## src/motion_settings.svh

```systemverilog
`ifndef MOTION_SETTINGS_SVH
`define MOTION_SETTINGS_SVH

// host bus
`define MOTION_DATA_W           32
`define MOTION_ADDR_W           16

// gpio and motor sizing
`define MOTION_GPIO_W           32
`define MOTION_MOTOR_COUNT      2
`define MOTION_PERIOD_W         16
`define MOTION_STEP_W           16

// block codes matched against bus_addr[15:8]
`define MOTION_BLK_GPIO_OUT     8'h00
`define MOTION_BLK_GPIO_IN      8'h01
`define MOTION_BLK_MOTOR_BASE   8'h10   // motor m sits at base + m

`endif
```

## src/motion_pkg.sv

```systemverilog
`default_nettype none

package motion_pkg;

    `include "motion_settings.svh"

    typedef logic [`MOTION_DATA_W-1:0]   data_t;
    typedef logic [`MOTION_ADDR_W-1:0]   addr_t;
    typedef logic [3:0]                  reg_idx_t;   // addr bits 3:0
    typedef logic [`MOTION_GPIO_W-1:0]   gpio_t;
    typedef logic [`MOTION_PERIOD_W-1:0] period_t;    // half-period in clocks
    typedef logic [`MOTION_STEP_W-1:0]   step_cnt_t;

    // step pulse phases
    typedef enum logic [1:0] {
        MOTOR_IDLE,
        MOTOR_HIGH,
        MOTOR_LOW
    } motor_state_e;

endpackage

`default_nettype wire

```

## src/motion_ctrl_top.sv

```systemverilog
`timescale 1ns/10ps
`default_nettype none

`include "motion_settings.svh"

module motion_ctrl_top import motion_pkg::*; (
    input  logic                           sys_clk,
    input  logic                           rst_n,
    input  logic                           bus_wr,
    input  logic                           bus_rd,
    input  addr_t                          bus_addr,
    input  data_t                          bus_wdata,
    output data_t                          bus_rdata,
    output logic                           rd_valid,
    input  gpio_t                          gpio_in,
    output gpio_t                          gpio_out,
    input  logic [`MOTION_MOTOR_COUNT-1:0] motor_estop,
    output logic [`MOTION_MOTOR_COUNT-1:0] motor_enable,
    output logic [`MOTION_MOTOR_COUNT-1:0] motor_dir,
    output logic [`MOTION_MOTOR_COUNT-1:0] motor_pulse,
    output logic [`MOTION_MOTOR_COUNT-1:0] motor_irq
);

    logic                           gpio_out_wr;
    logic                           gpio_in_wr;
    logic [`MOTION_MOTOR_COUNT-1:0] motor_wr;
    reg_idx_t                       reg_idx;
    data_t                          wdata;
    data_t                          gpio_out_rdata;
    data_t                          gpio_in_rdata;
    data_t                          motor_rdata [`MOTION_MOTOR_COUNT];

    host_reg_decode u_decode (
        .sys_clk        (sys_clk),
        .rst_n          (rst_n),
        .bus_wr         (bus_wr),
        .bus_rd         (bus_rd),
        .bus_addr       (bus_addr),
        .bus_wdata      (bus_wdata),
        .gpio_out_rdata (gpio_out_rdata),
        .gpio_in_rdata  (gpio_in_rdata),
        .motor_rdata    (motor_rdata),
        .gpio_out_wr    (gpio_out_wr),
        .gpio_in_wr     (gpio_in_wr),
        .motor_wr       (motor_wr),
        .reg_idx        (reg_idx),
        .wdata          (wdata),
        .bus_rdata      (bus_rdata),
        .rd_valid       (rd_valid)
    );

    gpio_out_group u_gpio_out (
        .sys_clk  (sys_clk),
        .rst_n    (rst_n),
        .wr       (gpio_out_wr),
        .reg_idx  (reg_idx),
        .wdata    (wdata),
        .rdata    (gpio_out_rdata),
        .gpio_out (gpio_out)
    );

    gpio_in_group u_gpio_in (
        .sys_clk (sys_clk),
        .rst_n   (rst_n),
        .wr      (gpio_in_wr),
        .reg_idx (reg_idx),
        .wdata   (wdata),
        .gpio_in (gpio_in),
        .rdata   (gpio_in_rdata)
    );

    // one channel and one irq per motor
    for (genvar m = 0; m < `MOTION_MOTOR_COUNT; m++) begin : g_motor
        step_pulse_gen u_motor (
            .sys_clk      (sys_clk),
            .rst_n        (rst_n),
            .wr           (motor_wr[m]),
            .reg_idx      (reg_idx),
            .wdata        (wdata),
            .motor_estop  (motor_estop[m]),
            .rdata        (motor_rdata[m]),
            .motor_enable (motor_enable[m]),
            .motor_dir    (motor_dir[m]),
            .motor_pulse  (motor_pulse[m]),
            .motor_irq    (motor_irq[m])
        );
    end

endmodule

`default_nettype wire

```

## src/step_pulse_gen.sv

```systemverilog
`timescale 1ns/10ps
`default_nettype none

module step_pulse_gen import motion_pkg::*; (
    input  logic     sys_clk,
    input  logic     rst_n,
    input  logic     wr,
    input  reg_idx_t reg_idx,
    input  data_t    wdata,
    input  logic     motor_estop,
    output data_t    rdata,
    output logic     motor_enable,
    output logic     motor_dir,
    output logic     motor_pulse,
    output logic     motor_irq
);

    logic         ctrl_en;
    logic         ctrl_dir;
    period_t      half_period;
    step_cnt_t    step_count;    // programmed count, not the remaining one
    logic         done;
    logic         estop_latched;
    motor_state_e state;
    period_t      phase_cnt;     // cycles left in the current phase
    step_cnt_t    steps_left;
    period_t      hp_eff;
    logic         busy;
    logic         start;
    logic         stop;
    logic         disable_req;

    assign busy   = (state != MOTOR_IDLE);
    assign hp_eff = (half_period == '0) ? period_t'(1) : half_period;   // zero acts as 1

    assign start = wr && reg_idx == 4'd2 && ctrl_en && state == MOTOR_IDLE
                   && step_cnt_t'(wdata) != '0;
    assign stop        = motor_estop && busy;
    assign disable_req = wr && reg_idx == 4'd0 && !wdata[0] && busy;  // drop enable mid-move

    // config registers
    always_ff @(posedge sys_clk) begin
        if (!rst_n) begin
            ctrl_en     <= 1'b0;
            ctrl_dir    <= 1'b0;
            half_period <= '0;
            step_count  <= '0;
        end else if (wr) begin
            case (reg_idx)
                4'd0: begin
                    ctrl_en  <= wdata[0];
                    ctrl_dir <= wdata[1];
                end
                4'd1:    half_period <= period_t'(wdata);
                4'd2:    step_count  <= step_cnt_t'(wdata);
                default: ;
            endcase
        end
    end

    // step fsm and status
    always_ff @(posedge sys_clk) begin
        if (!rst_n) begin
            state         <= MOTOR_IDLE;
            motor_pulse   <= 1'b0;
            done          <= 1'b0;
            estop_latched <= 1'b0;
            phase_cnt     <= '0;
            steps_left    <= '0;
        end else begin
            if (wr && reg_idx == 4'd3) begin    // status write clears flags
                done          <= 1'b0;
                estop_latched <= 1'b0;
            end
            if (stop) begin
                state         <= MOTOR_IDLE;
                motor_pulse   <= 1'b0;
                estop_latched <= 1'b1;          // no done on abort
            end else if (disable_req) begin
                state       <= MOTOR_IDLE;
                motor_pulse <= 1'b0;
            end else begin
                case (state)
                    MOTOR_IDLE: begin
                        if (start) begin
                            state       <= MOTOR_HIGH;
                            motor_pulse <= 1'b1;
                            done        <= 1'b0;
                            phase_cnt   <= hp_eff - period_t'(1);
                            steps_left  <= step_cnt_t'(wdata);
                        end
                    end
                    MOTOR_HIGH: begin
                        if (phase_cnt == '0) begin
                            state       <= MOTOR_LOW;
                            motor_pulse <= 1'b0;
                            phase_cnt   <= hp_eff - period_t'(1);
                        end else begin
                            phase_cnt <= phase_cnt - period_t'(1);
                        end
                    end
                    MOTOR_LOW: begin
                        if (phase_cnt != '0) begin
                            phase_cnt <= phase_cnt - period_t'(1);
                        end else if (steps_left == step_cnt_t'(1)) begin
                            state <= MOTOR_IDLE;        // last low phase over
                            done  <= 1'b1;
                        end else begin
                            state       <= MOTOR_HIGH;
                            motor_pulse <= 1'b1;
                            phase_cnt   <= hp_eff - period_t'(1);
                            steps_left  <= steps_left - step_cnt_t'(1);
                        end
                    end
                    default: state <= MOTOR_IDLE;
                endcase
            end
        end
    end

    always_comb begin
        case (reg_idx)
            4'd0:    rdata = data_t'({ctrl_dir, ctrl_en});
            4'd1:    rdata = data_t'(half_period);
            4'd2:    rdata = data_t'(step_count);
            4'd3:    rdata = data_t'({estop_latched, done, busy});
            default: rdata = '0;
        endcase
    end

    assign motor_enable = ctrl_en;
    assign motor_dir    = ctrl_dir;
    assign motor_irq    = done;

    a_pulse_needs_en: assert property (@(posedge sys_clk) disable iff (!rst_n)
        motor_pulse |-> ctrl_en);

    a_busy_done_excl: assert property (@(posedge sys_clk) disable iff (!rst_n)
        !(busy && done));

endmodule

`default_nettype wire

```

## src/gpio_in_group.sv

```systemverilog
`timescale 1ns/10ps
`default_nettype none

module gpio_in_group import motion_pkg::*; (
    input  logic     sys_clk,
    input  logic     rst_n,
    input  logic     wr,
    input  reg_idx_t reg_idx,
    input  data_t    wdata,
    input  gpio_t    gpio_in,
    output data_t    rdata
);

    gpio_t sync_q1;
    gpio_t sync_q2;
    gpio_t mode;        // 1 sample, 0 hold
    gpio_t sampled;

    // two-flop synchronizer on the raw pins
    always_ff @(posedge sys_clk) begin
        if (!rst_n) begin
            sync_q1 <= '0;
            sync_q2 <= '0;
        end else begin
            sync_q1 <= gpio_in;
            sync_q2 <= sync_q1;
        end
    end

    always_ff @(posedge sys_clk) begin
        if (!rst_n) begin
            mode <= '1;                 // everything samples out of reset
        end else if (wr && reg_idx == 4'd0) begin
            mode <= gpio_t'(wdata);
        end
    end

    // per-bit sample or hold
    always_ff @(posedge sys_clk) begin
        if (!rst_n) begin
            sampled <= '0;
        end else begin
            sampled <= (sampled & ~mode) | (sync_q2 & mode);
        end
    end

    always_comb begin
        case (reg_idx)
            4'd0:    rdata = data_t'(mode);
            4'd1:    rdata = data_t'(sampled);     // read-only
            default: rdata = '0;
        endcase
    end

endmodule

`default_nettype wire

```

## src/gpio_out_group.sv

```systemverilog
`timescale 1ns/10ps
`default_nettype none

module gpio_out_group import motion_pkg::*; (
    input  logic     sys_clk,
    input  logic     rst_n,
    input  logic     wr,
    input  reg_idx_t reg_idx,
    input  data_t    wdata,
    output data_t    rdata,
    output gpio_t    gpio_out
);

    gpio_t state;     // pin state
    gpio_t wr_mask;

    assign wr_mask = gpio_t'(wdata);

    always_ff @(posedge sys_clk) begin
        if (!rst_n) begin
            state <= '0;
        end else if (wr) begin
            case (reg_idx)
                4'd0:    state <= wr_mask;              // direct
                4'd1:    state <= state | wr_mask;      // set mask
                4'd2:    state <= state & ~wr_mask;     // clear mask
                default: state <= state;
            endcase
        end
    end

    // all three registers show the current state
    always_comb begin
        if (reg_idx <= 4'd2) begin
            rdata = data_t'(state);
        end else begin
            rdata = '0;
        end
    end

    assign gpio_out = state;

endmodule

`default_nettype wire

```

## src/host_reg_decode.sv

```systemverilog
`timescale 1ns/10ps
`default_nettype none

`include "motion_settings.svh"

module host_reg_decode import motion_pkg::*; (
    input  logic                           sys_clk,
    input  logic                           rst_n,
    input  logic                           bus_wr,
    input  logic                           bus_rd,
    input  addr_t                          bus_addr,
    input  data_t                          bus_wdata,
    input  data_t                          gpio_out_rdata,
    input  data_t                          gpio_in_rdata,
    input  data_t                          motor_rdata [`MOTION_MOTOR_COUNT],
    output logic                           gpio_out_wr,
    output logic                           gpio_in_wr,
    output logic [`MOTION_MOTOR_COUNT-1:0] motor_wr,
    output reg_idx_t                       reg_idx,
    output data_t                          wdata,
    output data_t                          bus_rdata,
    output logic                           rd_valid
);

    logic [7:0]                     blk;        // block code
    logic                           hit_gpio_out;
    logic                           hit_gpio_in;
    logic [`MOTION_MOTOR_COUNT-1:0] hit_motor;
    data_t                          rd_sel;

    assign blk          = bus_addr[15:8];
    assign hit_gpio_out = (blk == `MOTION_BLK_GPIO_OUT);
    assign hit_gpio_in  = (blk == `MOTION_BLK_GPIO_IN);

    always_comb begin
        for (int m = 0; m < `MOTION_MOTOR_COUNT; m++) begin
            hit_motor[m] = (blk == 8'(`MOTION_BLK_MOTOR_BASE + m));
        end
    end

    // unmatched writes raise no strobe
    assign gpio_out_wr = bus_wr && hit_gpio_out;
    assign gpio_in_wr  = bus_wr && hit_gpio_in;
    assign motor_wr    = {`MOTION_MOTOR_COUNT{bus_wr}} & hit_motor;
    assign reg_idx     = bus_addr[3:0];
    assign wdata       = bus_wdata;

    // read-back select reads zero when nothing matches
    always_comb begin
        rd_sel = '0;
        if (hit_gpio_out) begin
            rd_sel = gpio_out_rdata;
        end else if (hit_gpio_in) begin
            rd_sel = gpio_in_rdata;
        end
        for (int m = 0; m < `MOTION_MOTOR_COUNT; m++) begin
            if (hit_motor[m]) begin
                rd_sel = motor_rdata[m];
            end
        end
    end

    always_ff @(posedge sys_clk) begin
        if (bus_rd) begin
            bus_rdata <= rd_sel;    // held until the next read
        end
    end

    always_ff @(posedge sys_clk) begin
        if (!rst_n) begin
            rd_valid <= 1'b0;
        end else begin
            rd_valid <= bus_rd;
        end
    end

    a_one_wr_strobe: assert property (@(posedge sys_clk) disable iff (!rst_n)
        $onehot0({gpio_out_wr, gpio_in_wr, motor_wr}));

    // host never reads and writes in the same cycle
    a_no_rd_wr_overlap: assert property (@(posedge sys_clk) disable iff (!rst_n)
        !(bus_wr && bus_rd));

endmodule

`default_nettype wire

```

## config.mk

```make
export PLATFORM = sky130hd
export DESIGN_NAME = motion_ctrl_top
export DESIGN_NICKNAME = d
export VERILOG_FILES = /design/src/motion_pkg.sv /design/src/motion_ctrl_top.sv /design/src/step_pulse_gen.sv /design/src/gpio_in_group.sv /design/src/gpio_out_group.sv /design/src/host_reg_decode.sv
export VERILOG_INCLUDE_DIRS = /design/src /design/src/src
export SDC_FILE = /design/constraint.sdc
export NUM_CORES = 1
export LEC_CHECK = 0
export ABC_AREA = 1
export BUFFER_PORTS_ARGS = -buffer_cell sky130_fd_sc_hd__buf_4
export CORE_UTILIZATION = 45
export DETAILED_ROUTE_END_ITERATION = 16
export SLEW_MARGIN = 30
export SYNTH_ARGS = -nofsm -noshare
export SYNTH_HDL_FRONTEND = slang
export SYNTH_SLANG_ARGS = --single-unit
```

## constraint.sdc

```tcl
create_clock -name sys_clk -period 3 [get_ports sys_clk]
set_input_delay 0 -clock sys_clk [delete_from_list [all_inputs] [get_ports sys_clk]]
set_output_delay 0 -clock sys_clk [all_outputs]
set_load 0.03 [all_outputs]
```

==> metrics.txt, run 1 <==
run status finished clean; Final Routed Wirelength 50200 µm; synthesized flop and latch total 335; setup TNS 0 ns; Critical Setup Path Class primary input to register; total leakage power 0.00937 µW; dominant delay contributor by cell family on the critical path buffers and inverters; placement row count 69; final-report max-slew violation count 0; hold path cells 7; num ports 159; top cells by instance count after synthesis sky130_fd_sc_hd__nand2_1, sky130_fd_sc_hd__nor2_1, sky130_fd_sc_hd__inv_1; drt drc 0; synthesized netlist net count 2449; cell area after technology mapping 16200 µm²; clock tree root driver cell sky130_fd_sc_hd__clkbuf_16; number of library cell types mapped by synthesis 47; Inserted Diodes 0; Core Area 35600 µm²; path type of the worst min-delay path primary input to register; origin of the worst setup path bus_addr[2]; Setup Fix Bufs, Post-CTS 0; slew at the pin closest to its max-slew limit 1.07 ns; reg2reg path depth 15; maximum fanout along the worst path 7; die boundary height 192 µm; data required time of the worst path 3.48 ns; Sinks on Clock Net 335; wire length of the first global-routing pass 78100 µm; Min Clock Period, post-route 2.75 ns; Synth-to-Final Area Change 21.5%; element type at the critical path start primary input; last weighted congestion value of the routability-driven placer 0.902; clock slew seen by the registers of the worst setup and hold paths 0.06 ns; worst setup path endpoint g_motor[1].u_motor.motor_dir; worst clock skew on the final layout 0.0102 ns; share of layout cells above drive strength 1 10.2%; async set-or-reset flop fraction in the synthesized netlist 0%; cell type with the largest total area after synthesis sky130_fd_sc_hd__dfxtp_1; power after layout 11700 µW; H-tree depth 2; power density relative to cell area 595 nW/µm²; Initial Utilization 45.7%; Layout fillers 3506; Max Cap Violations 0; final-report setup violation count 0; count of synthesis-stage warnings from yosys 0; initial antenna violation count 1; number of global-route vias before repair 14429; number of detailed-route iterations in the first pass 5; Cells after Synth 2345; worst reg2reg path startpoint g_motor[1].u_motor.half_period[13]; number of buffers added on ports 154; worst relative slew slack 28.5%; count of flip-flops with a built-in enable after synthesis 32; cell-by-cell listing of the critical path dlygate4sd3_1, buf_4, nor2_4, dlygate4sd3_1, nand2_2, nor2_2, dlygate4sd3_1, nand2_1, dlygate4sd3_1, a21oi_1; DR vias 15748; number of nets in the final layout 2639; minimum hold slack 0.0194 ns; highest-delay cell along the critical path sky130_fd_sc_hd__dlygate4sd3_1; top achievable clock speed 0.363 GHz; Avg Cell Area, Syn 6.93 µm²; total placed cells including tap cells 2876; number of buffers created by CTS 39; dominant register cell in the synthesized netlist sky130_fd_sc_hd__dfxtp_1; element type at the critical path end register; pin count of the biggest net entering global routing 212; per-cell via count in the routed design 5.21; slack of the worst reg-to-reg path 0.56 ns; maximum resistive drop on vdd 0.575 mV; clock latency reported for the late side of the worst-skew pair 0.55 ns; number of cells on the critical path 10; global-route usage over all layers 27.3%; count of non-filler cells in the finished layout 3024; post-route ant nets 0; hpwl dp 33400 µm; unrepaired setup endpoints after global routing no; Congestion Overflow GR 0; delay of the slowest critical-path stage 0.72 ns; number of buffers on the longest clock path 3; buffer and inverter count on the worst path 5; capturing point of the worst reg2reg path g_motor[1].u_motor.phase_cnt[14]; cell type with the highest occurrence count on the critical path sky130_fd_sc_hd__dlygate4sd3_1; post-synthesis sequential area ratio 43.2%; Synth area leaders sky130_fd_sc_hd__dfxtp_1, sky130_fd_sc_hd__nand2_1, sky130_fd_sc_hd__nor2_1; hold violation count in the final report 0; core occupancy in the finished layout 55.5%; routed len/inst 16.6 µm; worst path arrival time 3.24 ns; share of the clock period used by the worst path after layout 91.8%; TritonCTS clock tree built; top-area cell type share of the netlist area 37.3%; most instantiated library cell after synthesis sky130_fd_sc_hd__nand2_1; chip width 192 µm; starting DRC count in detailed routing 1125; Die Area 36900 µm²
==> worst register-to-register path, cell delays in order, from the launching register on <==
cell and delay [ns]:
sky130_fd_sc_hd__dfxtp_1 0.46, sky130_fd_sc_hd__nor2_1 0.09, sky130_fd_sc_hd__nand2_1 0.08, sky130_fd_sc_hd__nor2_1 0.04, sky130_fd_sc_hd__nand2_1 0.10, sky130_fd_sc_hd__nand2_1 0.12
sky130_fd_sc_hd__inv_1 0.18, sky130_fd_sc_hd__ha_1 0.21, sky130_fd_sc_hd__nand2_1 0.11, sky130_fd_sc_hd__nor3_1 0.38, sky130_fd_sc_hd__nand2_1 0.09, sky130_fd_sc_hd__nand2_1 0.07
sky130_fd_sc_hd__nand2_1 0.05, sky130_fd_sc_hd__a21oi_1 0.16, sky130_fd_sc_hd__nand3_1 0.10, sky130_fd_sc_hd__a21oi_1 0.13
==> routing by layer <==
metal	track usage (%)	share of wire, %	vias up
met2	43.8	45	470
met4	10.7	3.2	0
met5	0	0	-
li1	-	-	7935
met1	36.4	45	7255
met3	4.73	6.9	88
==> state kept, by name (all words and copies together) (netlist names), 4 cells and up, named ones only <==
signal and cells:
g_motor.u_motor.phase_cnt 32, u_gpio_in.mode 32, u_decode.bus_rdata 32, u_gpio_in.sync_q2 32
g_motor.u_motor.step_count 32, g_motor.u_motor.state 4, u_gpio_in.sync_q1 32, u_gpio_out.gpio_out 32
g_motor.u_motor.steps_left 32, g_motor.u_motor.half_period 32
==> area by class of cell <==
type | count | area [µm²] | share of cell area (%)
Inverter | 334 | 1250 | 6.35
Tap cell | 461 | 577 | 2.92
Timing Repair Buffer | 260 | 2180 | 11.0
Clock buffer | 65 | 1170 | 5.95
Sequential cell | 335 | 7030 | 35.6
Multi-Input combinational cell | 1565 | 7480 | 37.9
Clock inverter | 4 | 43.8 | 0.222
==> worst min-delay path by stage <==
stage	start	endpoint
6_report	bus_addr[14]	g_motor[1].u_motor.motor_irq
4_1_cts	bus_addr[11]	g_motor[1].u_motor.motor_enable
3_5_place_dp	gpio_in[27]	u_gpio_in.sync_q1[27]
3_3_place_gp	gpio_in[28]	u_gpio_in.sync_q1[28]
2_1_floorplan	bus_rd	u_decode.rd_valid
5_1_grt	bus_addr[14]	g_motor[1].u_motor.motor_irq
==> cell families after synthesis <==
kind of cell / after synthesis / synth area share (%)
compound gates: 532 / 18.6
fa+ha+maj: 18 / 1.39
flops: 335 / 43.2
simple gates: 987 / 24.5
buf+inv: 445 / 10.7
xor+xnor: 28 / 1.51
==> placed cells by master, fill, tap and decap left out, types with 4 or more instances in the layout <==
cell type	count
sky130_fd_sc_hd__nand2_2	4
sky130_fd_sc_hd__nor2_1	383
sky130_fd_sc_hd__buf_4	178
sky130_fd_sc_hd__nand3_1	73
sky130_fd_sc_hd__edfxtp_1	32
sky130_fd_sc_hd__o21ai_1	15
sky130_fd_sc_hd__a22oi_1	13
sky130_fd_sc_hd__nand4_1	22
sky130_fd_sc_hd__clkbuf_8	10
sky130_fd_sc_hd__a211oi_1	32
sky130_fd_sc_hd__dlygate4sd3_1	79
sky130_fd_sc_hd__xor2_1	23
sky130_fd_sc_hd__o21ai_0	218
sky130_fd_sc_hd__o22ai_1	46
sky130_fd_sc_hd__dfxtp_1	303
sky130_fd_sc_hd__a21oi_1	140
sky130_fd_sc_hd__nor3_1	13
sky130_fd_sc_hd__or2_2	4
sky130_fd_sc_hd__clkbuf_1	16
sky130_fd_sc_hd__nand2_1	466
sky130_fd_sc_hd__nor2_2	7
sky130_fd_sc_hd__clkbuf_16	39
sky130_fd_sc_hd__inv_1	328
sky130_fd_sc_hd__inv_2	4
sky130_fd_sc_hd__xnor2_1	5
sky130_fd_sc_hd__o211ai_1	52
sky130_fd_sc_hd__ha_1	18
==> what timing repair did <==
| action | in CTS | in global routing |
|---|---|---|
| hold buffers | 79 | 0 |
| setup endpoints to repair | 0 | 0 |
| hold endpoints to repair | 150 | 0 |
| resized for setup | 0 | 0 |
==> per-stage QoR <==
stage	area (µm²)	setup WS, ns
final	19700	0.245
after global routing	19700	0.117
after CTS	19700	0.263
after detailed placement	17700	0.581
after global placement	17700	0.635
after floorplan	16200	1.07
==> power by group <==
| part | switching (µW) | total [µW] | internal (µW) | leakage (µW) |
|---|---|---|---|---|
| combinational | 1500 | 2330 | 835 | 0.00598 |
| clock | 1890 | 4560 | 2660 | 0.000594 |
| sequential | 156 | 4860 | 4700 | 0.00279 |
No activity file was read; power rests on OpenSTA's default activity.
==> inputs of run 2 (changes only) <==
Settings changed: ABC_AREA 1 to not set, BUFFER_PORTS_ARGS -buffer_cell sky130_fd_sc_hd__buf_4 to -buffer_cell sky130_fd_sc_hd__buf_2.
==> run 2 against run 1 <==
  * Cell area fell by 5.1%
  * Global-route usage increased by 0.17 points
  * Flip-flop and latch count unchanged
  * Via count fell by 6.8%
==> metrics.txt, run 2 <==
run status finished clean; Final Routed Wirelength 49200 µm; most instantiated library cell after synthesis sky130_fd_sc_hd__dfxtp_1; Congestion Overflow GR 0; num ports 159; commonest non-fill, non-tap cell in the layout sky130_fd_sc_hd__dfxtp_1; commonest cells after routing, fill and taps aside sky130_fd_sc_hd__dfxtp_1, sky130_fd_sc_hd__nand2_1, sky130_fd_sc_hd__buf_2, sky130_fd_sc_hd__a21oi_1, sky130_fd_sc_hd__nor2_1; final std cell area, no fill 18700 µm²; count of flip-flops with a built-in enable after synthesis 32; final-report max-slew violation count 0; synthesized netlist net count 1943; final-report setup violation count 0; Die Area 35100 µm²; power after layout 9880 µW; TritonCTS clock tree built; count of synthesis-stage warnings from yosys 0; cell-by-cell listing of the critical path inv_1, ha_1, or3b_2, or4_1, or3b_2, nor3_2, a31oi_1, o221a_2; number of library cell types mapped by synthesis 77; worst relative slew slack 39.3%; Min Clock Period, post-route 2.84 ns; share of the clock period used by the worst path after layout 94.6%; per-cell via count in the routed design 5.88; starting DRC count in detailed routing 1322; hpwl dp 32300 µm; Max Cap Violations 0; clock latency reported for the late side of the worst-skew pair 0.53 ns; setup TNS 0 ns; path type of the worst min-delay path primary input to register; DR vias 14671; Synth area leaders sky130_fd_sc_hd__dfxtp_1, sky130_fd_sc_hd__nand2_1, sky130_fd_sc_hd__edfxtp_1; async set-or-reset flop fraction in the synthesized netlist 0%; unrepaired setup endpoints after global routing yes; H-tree depth 2; share of layout cells above drive strength 1 16.3%; clock slew seen by the registers of the worst setup and hold paths 0.06 ns; dominant register cell in the synthesized netlist sky130_fd_sc_hd__dfxtp_1; dominant delay contributor by cell family on the critical path simple AND/OR/NAND/NOR gates; data required time of the worst path 3.42 ns; area used by multi-input combinational logic 7720 µm²; element type at the critical path start register; Initial Utilization 46.0%; hold violation count in the final report 0; Cells after Synth 1839; highest-delay cell along the critical path sky130_fd_sc_hd__or3b_2; area taken by flip-flops and latches 7030 µm²; element type at the critical path end register; drt drc 0; wire length of the first global-routing pass 76900 µm; worst clock skew on the final layout 0.0199 ns; Critical Setup Path Class register to register; maximum resistive drop on vdd 0.506 mV; origin of the worst setup path g_motor[0].u_motor.steps_left[0]; post-synthesis sequential area ratio 45.5%; number of detailed-route iterations in the first pass 5; Layout fillers 3045; clock tree root driver cell sky130_fd_sc_hd__clkbuf_16; number of buffers added on ports 154; worst path setup slack after routing 0.161 ns; routed len/inst 19.7 µm; worst slack at placement 0.142 ns; maximum fanout along the worst path 7; total leakage power 0.00771 µW; Sinks on Clock Net 335; chip width 187 µm; number of nets in the final layout 2123; worst path arrival time 3.26 ns; cell area after technology mapping 15400 µm²; power density relative to cell area 527 nW/µm²; number of buffers created by CTS 38; global-route usage over all layers 27.5%; cell type with the largest total area after synthesis sky130_fd_sc_hd__dfxtp_1; pin count of the biggest net entering global routing 120; placed standard-cell area 16700 µm²; placement row count 67; buffer and inverter count on the worst path 1; start point of the worst min-delay path bus_wr; number of buffers on the longest clock path 3; initial antenna violation count 0; Synth-to-Final Area Change 21.3%; Core Area 33600 µm²; number of global-route vias before repair 13542; cell type with the highest occurrence count on the critical path sky130_fd_sc_hd__or3b_2; top-area cell type share of the netlist area 39.3%; top cells by instance count after synthesis sky130_fd_sc_hd__dfxtp_1, sky130_fd_sc_hd__nand2_1, sky130_fd_sc_hd__a21oi_1; post-route ant nets 0; die boundary height 187 µm; top achievable clock speed 0.352 GHz; Avg Cell Area, Syn 8.40 µm²; last weighted congestion value of the routability-driven placer 0.913; worst reg2reg path startpoint g_motor[0].u_motor.steps_left[0]; Inserted Diodes 0; delay of the slowest critical-path stage 0.55 ns; synthesized flop and latch total 335; slew at the pin closest to its max-slew limit 0.911 ns
==> run 2: kinds of logic after synthesis <==
kind of cell / synth area share (%)
flops: 45.5
fa+ha+maj: 1.46
buf+inv: 4.74
mux: 3.77
compound gates: 20.4
xor+xnor: 1.13
simple gates: 23.0
==> run 2: worst min-delay path, cell delays in order <==
cell                      delay (ns)
sky130_fd_sc_hd__buf_2          0.19
sky130_fd_sc_hd__nand3_1        0.16
sky130_fd_sc_hd__mux2i_1        0.09
sky130_fd_sc_hd__nor2_1         0.08
==> run 2: stage by stage <==
stage / util [%] / hold WS, ns / cells
floorplan: - / 0.112 / 1839
global placement: 49.8 / 0.205 / 2358
detailed placement: 49.8 / 0.210 / 2358
CTS: 55.7 / 0.0158 / 2497
global route: 55.7 / 0.0415 / 2497
finish: 55.7 / 0.0361 / 2497
==> run 2: cell type report <==
type | count | share of cell area, %
inverter | 31 | 0.635
tap | 448 | 2.99
clock inverter | 12 | 0.835
clock buffer | 58 | 6.02
timing repair buffer | 294 | 10.8
sequential | 335 | 37.5
multi-input combinational | 1319 | 41.2
==> run 2: final timing paths <==
kind                                                     endpoint  slack, ns  cells past startpoint
worst max-delay path            g_motor[0].u_motor.steps_left[14]       0.16                      8
worst min-delay path              g_motor[0].u_motor.motor_enable       0.04                      4
worst max register to register  g_motor[0].u_motor.steps_left[14]       0.16                      8
worst min register to register              u_gpio_in.sync_q2[26]       0.43                      1
==> run 2: per-layer routing <==
metal  vias to the layer above  part of all wire [%]  track usage [%]
li1                       6957                     -                -
met1                      7064                    46             39.0
met2                       581                    44             42.8
met3                        69                   8.1             4.65
met4                         0                   2.2             7.79
met5                         -                     0                0
==> run 2: what timing repair did <==
action,4_1_cts,5_1_grt
setup endpoints to repair,0,2
hold buffers,69,0
resized for setup,0,2
endpoints found under the hold margin,172,0
buffers inserted,0,0
==> run 2: report_power, final <==
part           total, µW  internal (µW)  leakage, µW  switching [µW]
sequential          4600           4580      0.00279            21.1
combinational        485            182      0.00429             302
clock               4790           2870     0.000631            1920
total               9880           7630      0.00771            2240
